$ cat src/source/bpred_macros.svh
`ifndef BPRED_MACROS_SVH
`define BPRED_MACROS_SVH

// instruction and address width
`define WORD_SIZE 16

// low pc bits index the btb and bht, the rest is the tag
`define BTB_INDEX_BITS 4
`define BTB_TAG_BITS 12

// immediate fields
`define BRANCH_IMM_BITS 8
`define JUMP_IMM_BITS 12

`define BHT_INIT 2'd1 // weakly not taken

`endif

$ cat src/source/bpred_pkg.sv
`include "bpred_macros.svh"

package bpred_pkg;

        typedef logic [`WORD_SIZE-1:0] word_t;

        // opcode field, instr[15:12]
        typedef enum logic [3:0] {
                BNE   = 4'd0,
                BEQ   = 4'd1,
                BGZ   = 4'd2,
                BLZ   = 4'd3,
                JMP   = 4'd9,
                JAL   = 4'd10,
                RTYPE = 4'd15
        } opcode_e;

        // function field of r-type, instr[5:0]
        typedef enum logic [5:0] {
                JPR = 6'd25, // jump to rs
                JRL = 6'd26  // jump to rs and link
        } func_e;

        // 2-bit saturating counter
        //   0,1 not taken / 2,3 taken
        typedef logic [1:0] bht_ctr_t;

        // one btb line, 30 bits
        typedef struct packed {
                logic                     valid;
                logic [`BTB_TAG_BITS-1:0] tag;
                word_t                    target;
                logic                     is_jump; // predict taken regardless of bht
        } btb_entry_t;

endpackage

$ cat src/source/bpred_ifc.sv
`timescale 1ns/1ps

// training writes from the resolver into btb and bht
interface predictor_update_if;
        import bpred_pkg::*;

        logic  btb_write;  // tag miss on a branch or jump in id
        word_t btb_pc;
        word_t btb_target;
        logic  btb_jump;

        logic  bht_write;  // conditional branch resolved in ex
        word_t bht_pc;
        logic  bht_taken;

        modport resolver (
                output btb_write, btb_pc, btb_target, btb_jump,
                output bht_write, bht_pc, bht_taken
        );

        modport predictor (
                input btb_write, btb_pc, btb_target, btb_jump,
                input bht_write, bht_pc, bht_taken
        );
endinterface

// pc redirects from the resolver into the pc register
interface redirect_if;
        import bpred_pkg::*;

        logic  jump_resolved;
        logic  jump_miss;
        word_t jump_target;
        logic  branch_resolved;
        logic  branch_miss;
        word_t branch_target; // actual address, taken or fall-through

        modport resolver (
                output jump_resolved, jump_miss, jump_target,
                output branch_resolved, branch_miss, branch_target
        );

        modport selector (
                input jump_resolved, jump_miss, jump_target,
                input branch_resolved, branch_miss, branch_target
        );
endinterface

$ cat src/source/branch_predictor.sv
`timescale 1ns/1ps
`include "bpred_macros.svh"

module branch_predictor (
        input  logic                  clk,
        input  logic                  reset_n,
        input  bpred_pkg::word_t      i_fetch_pc,
        predictor_update_if.predictor upd,
        output bpred_pkg::word_t      o_predicted_pc,
        output logic                  o_tag_match
);
        import bpred_pkg::*;

        localparam int BTB_DEPTH = 1 << `BTB_INDEX_BITS;

        btb_entry_t btb_mem [BTB_DEPTH];
        bht_ctr_t   bht_mem [BTB_DEPTH];

        logic [`BTB_INDEX_BITS-1:0] fetch_idx;
        logic [`BTB_TAG_BITS-1:0]   fetch_tag;
        btb_entry_t                 fetch_entry;
        bht_ctr_t                   fetch_ctr;

        logic [`BTB_INDEX_BITS-1:0] btb_idx;
        logic [`BTB_INDEX_BITS-1:0] bht_idx;
        bht_ctr_t                   bht_cur;
        bht_ctr_t                   bht_nxt;

        // ------------------------------------------------------------
        // fetch-time lookup
        // ------------------------------------------------------------
        assign fetch_idx   = i_fetch_pc[`BTB_INDEX_BITS-1:0];
        assign fetch_tag   = i_fetch_pc[`WORD_SIZE-1:`BTB_INDEX_BITS];
        assign fetch_entry = btb_mem[fetch_idx];
        assign fetch_ctr   = bht_mem[fetch_idx];

        assign o_tag_match = fetch_entry.valid && (fetch_entry.tag == fetch_tag);

        always_comb begin
                if (o_tag_match && (fetch_entry.is_jump || fetch_ctr >= 2'd2)) begin
                        o_predicted_pc = fetch_entry.target;
                end else begin
                        o_predicted_pc = i_fetch_pc + word_t'(1); // fall through
                end
        end

        // ------------------------------------------------------------
        // training
        // ------------------------------------------------------------
        assign btb_idx = upd.btb_pc[`BTB_INDEX_BITS-1:0];
        assign bht_idx = upd.bht_pc[`BTB_INDEX_BITS-1:0];
        assign bht_cur = bht_mem[bht_idx];

        // saturating step of the resolved counter
        always_comb begin
                if (upd.bht_taken) begin
                        bht_nxt = (bht_cur == 2'd3) ? bht_cur : bht_ctr_t'(bht_cur + 2'd1);
                end else begin
                        bht_nxt = (bht_cur == 2'd0) ? bht_cur : bht_ctr_t'(bht_cur - 2'd1);
                end
        end

        always_ff @(posedge clk) begin
                if (reset_n) begin
                        for (int i = 0; i < BTB_DEPTH; i++) begin
                                btb_mem[i] <= '0;
                                bht_mem[i] <= `BHT_INIT;
                        end
                end else begin
                        if (upd.btb_write) begin
                                btb_mem[btb_idx].valid   <= 1'b1;
                                btb_mem[btb_idx].tag     <= upd.btb_pc[`WORD_SIZE-1:`BTB_INDEX_BITS];
                                btb_mem[btb_idx].target  <= upd.btb_target;
                                btb_mem[btb_idx].is_jump <= upd.btb_jump;
                                bht_mem[btb_idx]         <= `BHT_INIT; // fresh tag
                        end
                        // placed last so a same-index update wins over the reset
                        if (upd.bht_write) begin
                                bht_mem[bht_idx] <= bht_nxt;
                        end
                end
        end

endmodule

$ cat src/source/branch_resolver.sv
`timescale 1ns/1ps
`include "bpred_macros.svh"

module branch_resolver (
        input  logic                 clk,
        input  logic                 reset_n,
        input  logic                 i_id_valid,
        input  bpred_pkg::word_t     i_id_instr,
        input  bpred_pkg::word_t     i_id_pc,
        input  bpred_pkg::word_t     i_id_predicted_pc,
        input  logic                 i_id_tag_match,
        input  bpred_pkg::word_t     i_id_rs_data,
        input  bpred_pkg::word_t     i_ex_rs_data,
        input  bpred_pkg::word_t     i_ex_rt_data,
        predictor_update_if.resolver upd,
        redirect_if.resolver         rdr,
        output logic                 o_flush_id,
        output logic                 o_flush_ex
);
        import bpred_pkg::*;

        opcode_e id_op;
        func_e   id_func;
        logic    id_is_reg_jump;
        logic    id_is_jump;
        logic    id_is_branch;
        word_t   jump_target;
        word_t   branch_offset;
        word_t   branch_target;

        // branch slot, id -> ex
        logic    slot_valid;
        opcode_e slot_op;
        word_t   slot_pc;
        word_t   slot_pred_pc;
        word_t   slot_target;

        logic    ex_taken;
        word_t   ex_actual_pc;

        // ------------------------------------------------------------
        // id stage
        // ------------------------------------------------------------
        assign id_op   = opcode_e'(i_id_instr[15:12]);
        assign id_func = func_e'(i_id_instr[5:0]);

        assign id_is_reg_jump = (id_op == RTYPE) && (id_func == JPR || id_func == JRL);

        // a branch miss in ex cancels whatever sits in id
        assign id_is_jump   = i_id_valid && !rdr.branch_miss &&
                              (id_op == JMP || id_op == JAL || id_is_reg_jump);
        assign id_is_branch = i_id_valid && !rdr.branch_miss &&
                              (id_op inside {BNE, BEQ, BGZ, BLZ});

        assign jump_target = id_is_reg_jump ? i_id_rs_data :
                {i_id_pc[`WORD_SIZE-1:`JUMP_IMM_BITS], i_id_instr[`JUMP_IMM_BITS-1:0]};

        assign branch_offset = {{(`WORD_SIZE-`BRANCH_IMM_BITS){i_id_instr[`BRANCH_IMM_BITS-1]}},
                                i_id_instr[`BRANCH_IMM_BITS-1:0]};
        assign branch_target = i_id_pc + word_t'(1) + branch_offset;

        assign rdr.jump_resolved = id_is_jump;
        assign rdr.jump_miss     = id_is_jump && (jump_target != i_id_predicted_pc);
        assign rdr.jump_target   = jump_target;

        // allocate the btb line on a tag miss
        assign upd.btb_write  = (id_is_jump || id_is_branch) && !i_id_tag_match;
        assign upd.btb_pc     = i_id_pc;
        assign upd.btb_target = id_is_jump ? jump_target : branch_target;
        assign upd.btb_jump   = id_is_jump;

        always_ff @(posedge clk) begin
                if (reset_n) begin
                        slot_valid <= 1'b0;
                end else begin
                        slot_valid <= id_is_branch; // loaded invalid on a branch miss
                end
        end

        always_ff @(posedge clk) begin
                slot_op      <= id_op;
                slot_pc      <= i_id_pc;
                slot_pred_pc <= i_id_predicted_pc;
                slot_target  <= branch_target;
        end

        // ------------------------------------------------------------
        // ex stage
        // ------------------------------------------------------------
        always_comb begin
                case (slot_op)
                        BEQ:     ex_taken = (i_ex_rs_data == i_ex_rt_data);
                        BNE:     ex_taken = (i_ex_rs_data != i_ex_rt_data);
                        BGZ:     ex_taken = ($signed(i_ex_rs_data) > 0);
                        BLZ:     ex_taken = ($signed(i_ex_rs_data) < 0);
                        default: ex_taken = 1'b0;
                endcase
        end

        assign ex_actual_pc = ex_taken ? slot_target : slot_pc + word_t'(1);

        assign rdr.branch_resolved = slot_valid;
        assign rdr.branch_miss     = slot_valid && (ex_actual_pc != slot_pred_pc);
        assign rdr.branch_target   = ex_actual_pc;

        assign upd.bht_write = slot_valid;
        assign upd.bht_pc    = slot_pc;
        assign upd.bht_taken = ex_taken;

        assign o_flush_id = rdr.jump_miss || rdr.branch_miss;
        assign o_flush_ex = rdr.branch_miss;

endmodule

$ cat src/source/pc_select.sv
`timescale 1ns/1ps

module pc_select (
        input  logic             clk,
        input  logic             reset_n,
        input  bpred_pkg::word_t i_predicted_pc,
        redirect_if.selector     rdr,
        output bpred_pkg::word_t o_pc,
        output bpred_pkg::word_t o_num_branch,
        output bpred_pkg::word_t o_num_branch_miss
);
        import bpred_pkg::*;

        word_t next_pc;
        word_t branch_inc;
        logic  any_miss;

        // ex redirect is older than id, so it comes first
        always_comb begin
                if (rdr.branch_miss) begin
                        next_pc = rdr.branch_target;
                end else if (rdr.jump_miss) begin
                        next_pc = rdr.jump_target;
                end else begin
                        next_pc = i_predicted_pc;
                end
        end

        // up to two resolutions per cycle, one per stage
        assign branch_inc = word_t'(rdr.jump_resolved) + word_t'(rdr.branch_resolved);
        assign any_miss   = rdr.jump_miss || rdr.branch_miss;

        always_ff @(posedge clk) begin
                if (reset_n) begin
                        o_pc              <= '0;
                        o_num_branch      <= '0;
                        o_num_branch_miss <= '0;
                end else begin
                        o_pc         <= next_pc;
                        o_num_branch <= o_num_branch + branch_inc;
                        if (any_miss) begin
                                o_num_branch_miss <= o_num_branch_miss + word_t'(1);
                        end
                end
        end

endmodule

$ cat src/source/next_pc_unit.sv
`timescale 1ns/1ps

module next_pc_unit (
        input  logic             clk,
        input  logic             reset_n,

        // if/id register contents, held by the environment
        input  logic             i_id_valid,
        input  bpred_pkg::word_t i_id_instr,
        input  bpred_pkg::word_t i_id_pc,
        input  bpred_pkg::word_t i_id_predicted_pc,
        input  logic             i_id_tag_match,
        input  bpred_pkg::word_t i_id_rs_data,

        // register values of the branch in ex
        input  bpred_pkg::word_t i_ex_rs_data,
        input  bpred_pkg::word_t i_ex_rt_data,

        output bpred_pkg::word_t o_pc,
        output bpred_pkg::word_t o_predicted_pc,
        output logic             o_tag_match,
        output logic             o_flush_id,
        output logic             o_flush_ex,
        output bpred_pkg::word_t o_num_branch,
        output bpred_pkg::word_t o_num_branch_miss
);

        predictor_update_if upd_if ();
        redirect_if         rdr_if ();

        branch_predictor branch_predictor_inst (
                .clk            (clk),
                .reset_n        (reset_n),
                .i_fetch_pc     (o_pc),
                .upd            (upd_if.predictor),
                .o_predicted_pc (o_predicted_pc),
                .o_tag_match    (o_tag_match)
        );

        branch_resolver branch_resolver_inst (
                .clk               (clk),
                .reset_n           (reset_n),
                .i_id_valid        (i_id_valid),
                .i_id_instr        (i_id_instr),
                .i_id_pc           (i_id_pc),
                .i_id_predicted_pc (i_id_predicted_pc),
                .i_id_tag_match    (i_id_tag_match),
                .i_id_rs_data      (i_id_rs_data),
                .i_ex_rs_data      (i_ex_rs_data),
                .i_ex_rt_data      (i_ex_rt_data),
                .upd               (upd_if.resolver),
                .rdr               (rdr_if.resolver),
                .o_flush_id        (o_flush_id),
                .o_flush_ex        (o_flush_ex)
        );

        pc_select pc_select_inst (
                .clk               (clk),
                .reset_n           (reset_n),
                .i_predicted_pc    (o_predicted_pc), // next fetch unless redirected
                .rdr               (rdr_if.selector),
                .o_pc              (o_pc),
                .o_num_branch      (o_num_branch),
                .o_num_branch_miss (o_num_branch_miss)
        );

endmodule

$ cat config.mk
export PLATFORM = sky130hd
export DESIGN_NAME = next_pc_unit
export DESIGN_NICKNAME = d
export VERILOG_FILES = /design/src/source/bpred_pkg.sv /design/src/source/bpred_ifc.sv /design/src/source/branch_predictor.sv /design/src/source/branch_resolver.sv /design/src/source/pc_select.sv /design/src/source/next_pc_unit.sv
export VERILOG_INCLUDE_DIRS = /design/src /design/src/source
export SDC_FILE = /design/constraint.sdc
export NUM_CORES = 1
export LEC_CHECK = 0
export BUFFER_PORTS_ARGS = -buffer_cell sky130_fd_sc_hd__buf_2
export CAP_MARGIN = 20
export CORE_AREA = 2 2 308 341
export CTS_CLUSTER_SIZE = 10
export DETAILED_ROUTE_END_ITERATION = 10
export DIE_AREA = 0 0 310 343
export PLACE_DENSITY = 0.54
export SETUP_SLACK_MARGIN = 0.15
export SLEW_MARGIN = 20
export SYNTH_ARGS = -nofsm -noshare
export SYNTH_HDL_FRONTEND = slang
export SYNTH_SLANG_ARGS = --single-unit
$ cat constraint.sdc
create_clock -name clk -period 5.35 [get_ports clk]
set_input_delay 0.2675 -clock clk [delete_from_list [all_inputs] [get_ports clk]]
set_output_delay 0.2675 -clock clk [all_outputs]
set_load 0.01 [all_outputs]
---- Word-level counts from Yosys, hierarchy flattened ----
Memory sizes are Yosys's and may differ from the RTL's. A register that Yosys moved wholly into a read port is not among the register bits.
Cells that the tools add are included.
word-level totals
  memory bits (writable) .................. 512
  input port bits ......................... 100
  register bits ........................... 101
  memories kept ........................... 2
  output and inout bits ................... 67
  logic and storage cells ................. 92
memories
  name                           depth  bits a word  read ports  clocked after Yosys merged registers in  write ports  RTL line                RTL
  branch_predictor_inst.btb_mem  16     30           1           1                                        16           branch_predictor.sv:16  btb_entry_t btb_mem [BTB_DEPTH];
  branch_predictor_inst.bht_mem  16     2            2           2                                        16           branch_predictor.sv:17  bht_ctr_t bht_mem [BTB_DEPTH];
cells by class
  $add $sub $neg .......................... 9
  equal/unequal tests ..................... 17
  muxes and demuxes ....................... 29
  reduce and logical (&&, ||, !) cells .... 24
  magnitude comparators ................... 3
operator list
  operator                                                                           count
  16-bit 2-to-1 mux                                                                  6
  16-bit by 1-bit adder with 16-bit output (second input constant)                   4
  16-bit inequality test                                                             3
  16-bit adder                                                                       2
  30-bit 2-to-1 mux                                                                  1
  30-bit OR reduction                                                                1
  4-bit 2-to-1 mux                                                                   5
  16-bit equality test                                                               1
  4-bit by 2-bit equality test with 1-bit output (second input constant)             4
  16-bit by 1-bit greater-than comparator with 1-bit output (second input constant)  1
  16-bit by 1-bit < comparator with 1-bit output (second input constant)             1
  12-bit equality test                                                               1
  4-bit equality test (second input constant)                                        3
  6-bit by 5-bit equality test with 1-bit output (second input constant)             2
  1-bit 2-to-1 mux                                                                   11
  2-bit 2-to-1 mux                                                                   5
  1-bit logical AND                                                                  9
  4-bit by 1-bit equality test with 1-bit output (second input constant)             2
  4-bit zero test                                                                    2
  1-bit logical OR                                                                   6
  1-bit case mux with 4 select lines                                                 1
  4-bit nonzero test                                                                 1
  2-bit OR reduction                                                                 2
  1-bit by 1-bit adder with 2-bit output                                             1
  6 further kinds                                                                    7

---- Logic depth before layout (Yosys ltp) ----
  word-level depth ........................ 15
  depth in mapped cells ................... 23
  depth with buffers taken out ............ 19

---- By module ----
Synthesis repeated with hierarchy kept, for this count alone.
unflattened totals
  cells, all modules ...................... 2,299
  area, all modules ....................... 30,199.0 um^2
modules (own cells, without submodules)
  module            cells an instance  area each (um^2)  times used
  branch_predictor  1,605              24,086.9          1
  branch_resolver   448                3,945.0           1
  pc_select         246                2,167.1           1

---- Worst setup path after synthesis ----
Ideal clock, no wire load.
  path type ............................... input -> register
  start point ............................. input i_ex_rs_data[7]
  end point ............................... register pc_select_inst.o_num_branch[6]
  setup time .............................. 0.070 ns
  slack ................................... 0.605 ns
  arrival ................................. 4.675 ns
  cell stages on the path ................. 22
  cells stage by stage .................... or4_1 > nor4_1 > a311o_1 > a311o_1 > buf_2 > nor2_1 > o211a_1 > o2111ai_1 > nor4_4 > o21ai_4 > buf_4 > clkbuf_1 > inv_1 > ha_1 > ha_1 > inv_1 > fa_1 > nor2b_1 > clkbuf_1 > nand2_1 > or2_2 > a21oi_1
on the way
  cells in the longest elaborated chain, start to end .. 10
  elaborated cells on any way between the ends .. 13
  classes of those cells .................. add/sub (2); order compare (2); eq/ne (3); mux (2); reduce/logical (4)
ends and longest elaborated chain
  element                                                                       RTL line                RTL
  start: declaration                                                            next_pc_unit.sv:16      input bpred_pkg::word_t i_ex_rs_data,
  16-bit by 1-bit < comparator with 1-bit output, or another cell as far along  branch_resolver.sv:95   BLZ: ex_taken = ($signed(i_ex_rs_data) < 0);
  1-bit case mux with 4 select lines *                                          branch_resolver.sv:91   case (slot_op)
  16-bit 2-to-1 mux *                                                           branch_resolver.sv:100  assign ex_actual_pc = ex_taken ? slot_target : slot_pc + word_t'(1);
  16-bit inequality test *                                                      branch_resolver.sv:103  assign rdr.branch_miss = slot_valid && (ex_actual_pc != slot_pred_pc);
  1-bit logical AND *                                                           branch_resolver.sv:103
  1-bit zero test *                                                             branch_resolver.sv:50   assign id_is_jump = i_id_valid && !rdr.branch_miss &&
  1-bit logical AND * (2 in series)                                             branch_resolver.sv:50
  1-bit by 1-bit adder with 2-bit output *                                      pc_select.sv:30         assign branch_inc = word_t'(rdr.jump_resolved) + word_t'(rdr.branch_resolved);
  16-bit adder *                                                                pc_select.sv:40         o_num_branch <= o_num_branch + branch_inc;
  end signal: assignment                                                        pc_select.sv:40
  end: declaration                                                              pc_select.sv:9          output bpred_pkg::word_t o_num_branch,
Every way passes the cells marked *; elsewhere a longest branch is shown, timed or not.
A chain may end at the register's enable or synchronous reset.

---- Final worst setup path ----
  start point ............................. register pc_select_inst.o_pc[0]
  end point ............................... output o_predicted_pc[10]
on the way
  cells in the longest elaborated chain, start to end .. 2
ends and longest elaborated chain
  element                                   RTL line                RTL
  start: declaration                        pc_select.sv:8          output bpred_pkg::word_t o_pc,
  start signal: assignment                  pc_select.sv:39         o_pc <= next_pc;
  16-bit by 1-bit adder with 16-bit output  branch_predictor.sv:43  o_predicted_pc = i_fetch_pc + word_t'(1);
  16-bit 2-to-1 mux                         branch_predictor.sv:40  if (o_tag_match && (fetch_entry.is_jump || fetch_ctr >= 2'd2)) begin
  end: declaration                          next_pc_unit.sv:20      output bpred_pkg::word_t o_predicted_pc,
No other way between the ends.

==> results.cfg <==
[power]
comb_power_share = 0.121
intPower_mw = 8.47
power.density_nw_per_um2 = 336
leakagePower_nw = 12.6
power.switching_mw = 2.98
power_frac_seq = 0.474
switching_share = 0.260
pwr-share-clk = 0.405
peakVddDrop_uv = 236

[floorplanning]
dieArea_sq_um = 106000
io_pins = 167
die_w_um = 310
core_area_sq_um = 103000
dieHeight_um = 343
std_cell_rows = 124
start_util = 0.277

[placed_design]
gp_congestion = 0.897
placed_cell_area_sq_um = 31500
dp_hpwl_um = 61200
portBuffers = 166

[timing]
fin_tns_setup_ps = 0
worst_pin_slew_ps = 1100
fmax_mhz = 200
period_minus_slack_ps = 5010
max_slew_margin = 0.268
finalHoldViolations = 0
clock_skew_ps = 21.3
slew_violations = 0
setup_violations = 0
period_share = 0.936
rsz0062_at_grt = no

[worst_setup_path]
r2r_cells = 13
r2r_end = pc_select_inst.o_pc[10]$_SDFF_PP0_
cp_max_fo = 19
required_ps = 5080
r2r_slack_ps = 880
critPathKind = flop to primary output
critical_path.reg2reg.startpoint = pc_select_inst.o_pc[0]$_SDFF_PP0_
cp-end-kind = primary output
cp.arrival_ps = 4740
cp-start-kind = flop

[cells_and_area]
syn_to_final_growth_pct = 19.1
mostFrequentLayoutCells = nor2_1, edfxtp_1, buf_2
final_common_cell = nor2_1
final_area_sq_um = 34100
nNetsFinal = 2559
drive_above_1_share = 0.238

[global_route]
grt.overflow.total = 0
grt_pass1_vias = 19613
grt_pass1_wl_um = 137000
grt_max_degree = 49
grtUsageTotal = 0.177
antenna_found_initial = 0

[synthesis]
yosysWarnings = 0
synth.avg_cell_area_sq_um = 12.8
syn_inst = 2225
synth_ff_type = edfxtp_1
ys_async_sr_fraction = 0
netlist-cell-type-count = 68
syn_nets = 2351
yosysSeqAreaShare = 0.603
synth_edf_count = 496
netlist_area_sq_um = 28600
ys_ff_latch = 613

[job]
drv_cap = 0

[hold_path]
worstHoldStart = i_id_instr[1]
whs_path_depth = 2
hold_path_class = input pin to flop
holdPathEnd = branch_resolver_inst.slot_target[1]$_DFF_P_

[detailed_routing]
first_pass_iters = 5
vias = 19725
ant_nets = 0
drt-initial-drc-count = 1887
wl_per_cell_um = 24.7
drc_errors = 0
routed_wl_um = 95100
vias_per_cell = 5.12

[clock_tree]
cts_tree = yes
clock_tree.root_cell = clkbuf_16
cts_resized = 0
path_clk_slew_ps = 50
cts.sinks = 613
clockBufferDepth = 3
cts.htree.levels = 3
cts_buffers = 74
clock_latency_ps = 630

[run_status]
status = finished, final reports clean
-- stage by stage --
stage	power (mW)	utilization	instances	hold WS [ps]	setup WS [ps]
floorplan	6.32	-	2225	295	605
global placement	6.88	0.306	3706	397	309
detailed placement	6.89	0.306	3706	396	338
CTS	11.5	0.330	3853	36.4	161
global route	11.8	0.331	3854	60.4	216
finish	11.4	0.331	3855	55.8	344
-- synthesized netlist by cell type, drive strengths merged (5+ instances only) --
library cell / number / area, sq um
a211oi: 24 / 180
a21o: 9 / 67.6
a21oi: 39 / 199
a311oi: 12 / 111
and2: 14 / 87.6
and3: 12 / 75.1
and4: 6 / 52.6
buf: 50 / 273
clkbuf: 115 / 432
dfxtp: 117 / 2340
edfxtp: 496 / 14900
ha: 24 / 300
inv: 51 / 191
mux2: 17 / 191
mux2i: 17 / 308
mux4: 155 / 3490
nand2: 93 / 349
nand2b: 6 / 37.5
nand3: 81 / 405
nand4: 32 / 200
nor2: 541 / 2030
nor2b: 25 / 156
nor3: 39 / 200
nor4: 10 / 83.8
o2111ai: 5 / 43.8
o211ai: 17 / 128
o21ai: 23 / 126
o22ai: 12 / 75.1
o311ai: 6 / 52.6
o31ai: 8 / 60.1
or2: 7 / 43.8
or3: 6 / 37.5
or4: 19 / 143
xnor2: 68 / 596
xor2: 31 / 272
-- critical path: stages (launching register included) --
cell,delay [ps]
dfxtp_4,580
buf_4,420
mux4_2,570
mux4_2,520
xnor2_1,180
nand4_1,120
nor4_1,280
buf_4,220
o21ai_2,250
buf_4,270
a21oi_1,420
buf_2,230
-- sequential cells by signal (all words and copies together) (netlist names) --
register,cells
branch_predictor_inst.btb_mem,480
branch_predictor_inst.bht_mem,32
branch_resolver_inst.slot_pred_pc,16
branch_resolver_inst.slot_target,16
branch_resolver_inst.upd.bht_pc,16
pc_select_inst.o_num_branch,16
pc_select_inst.o_num_branch_miss,16
pc_select_inst.o_pc,16
branch_resolver_inst.slot_op,4
branch_resolver_inst.rdr.branch_resolved,1
-- power groups by stage --
stage          Clock [mW]  Combinational [mW]  Sequential [mW]
2_1_floorplan           0               0.876             5.44
3_3_place_gp            0                1.35             5.53
3_5_place_dp            0                1.36             5.53
4_1_cts              4.72                1.38             5.44
5_1_grt              4.90                1.47             5.44
6_report             4.63                1.38             5.43
-- layout make-up --
type / count / area [sq um]
timing repair buffer: 297 / 2140
multi-input combinational: 1394 / 10600
antenna: 1 / 2.50
clock buffer: 97 / 1970
inverter: 53 / 199
sequential: 613 / 17200
fill: 10221 / 69000
tap: 1386 / 1730
clock inverter: 14 / 174
-- how the worst max path moves through the flow --
stage / start / to / slack, ps / depth (start not counted)
finish: pc_select_inst.o_pc[0]$_SDFF_PP0_ / o_predicted_pc[10] / 340 / 11
global route: pc_select_inst.o_pc[0]$_SDFF_PP0_ / o_predicted_pc[5] / 220 / 11
CTS: pc_select_inst.o_pc[0]$_SDFF_PP0_ / o_predicted_pc[10] / 160 / 11
detailed placement: i_ex_rs_data[6] / branch_predictor_inst.btb_mem[6][7]$_DFFE_PP_ / 340 / 13
global placement: i_ex_rs_data[6] / pc_select_inst.o_num_branch[10]$_SDFF_PP0_ / 310 / 20
floorplan: i_ex_rs_data[7] / pc_select_inst.o_num_branch[6]$_SDFF_PP0_ / 600 / 22
-- logic make-up (layout without fill, tap and decap cells) --
kind of cell / after synthesis / count (layout) / share of synthesized area
buf+inv: 218 / 461 / 0.0316
mux: 189 / 189 / 0.140
flops: 613 / 613 / 0.603
fa+ha+maj: 28 / 28 / 0.0126
simple gates: 898 / 898 / 0.139
other cells: 0 / 1 / 0
compound gates: 180 / 180 / 0.0443
xor+xnor: 99 / 99 / 0.0303
-- metal layers --
layer,global-route usage,routed length (um),vias up,share of wire
met5,0,0,-,0
met4,0.0577,2640,0,0.028
met3,0.0325,7620,142,0.080
met2,0.290,45100,809,0.47
met1,0.237,39800,10153,0.42
li1,-,-,8621,-
-- timing repair --
| item | 4_1_cts | 5_1_grt |
|---|---|---|
| hold buffers | 36 | 0 |
| setup endpoints to repair | 0 | 10 |
| setup buffers | 0 | 1 |
| hold endpoints to repair | 37 | 0 |
(Power assumes the default switching activity.)
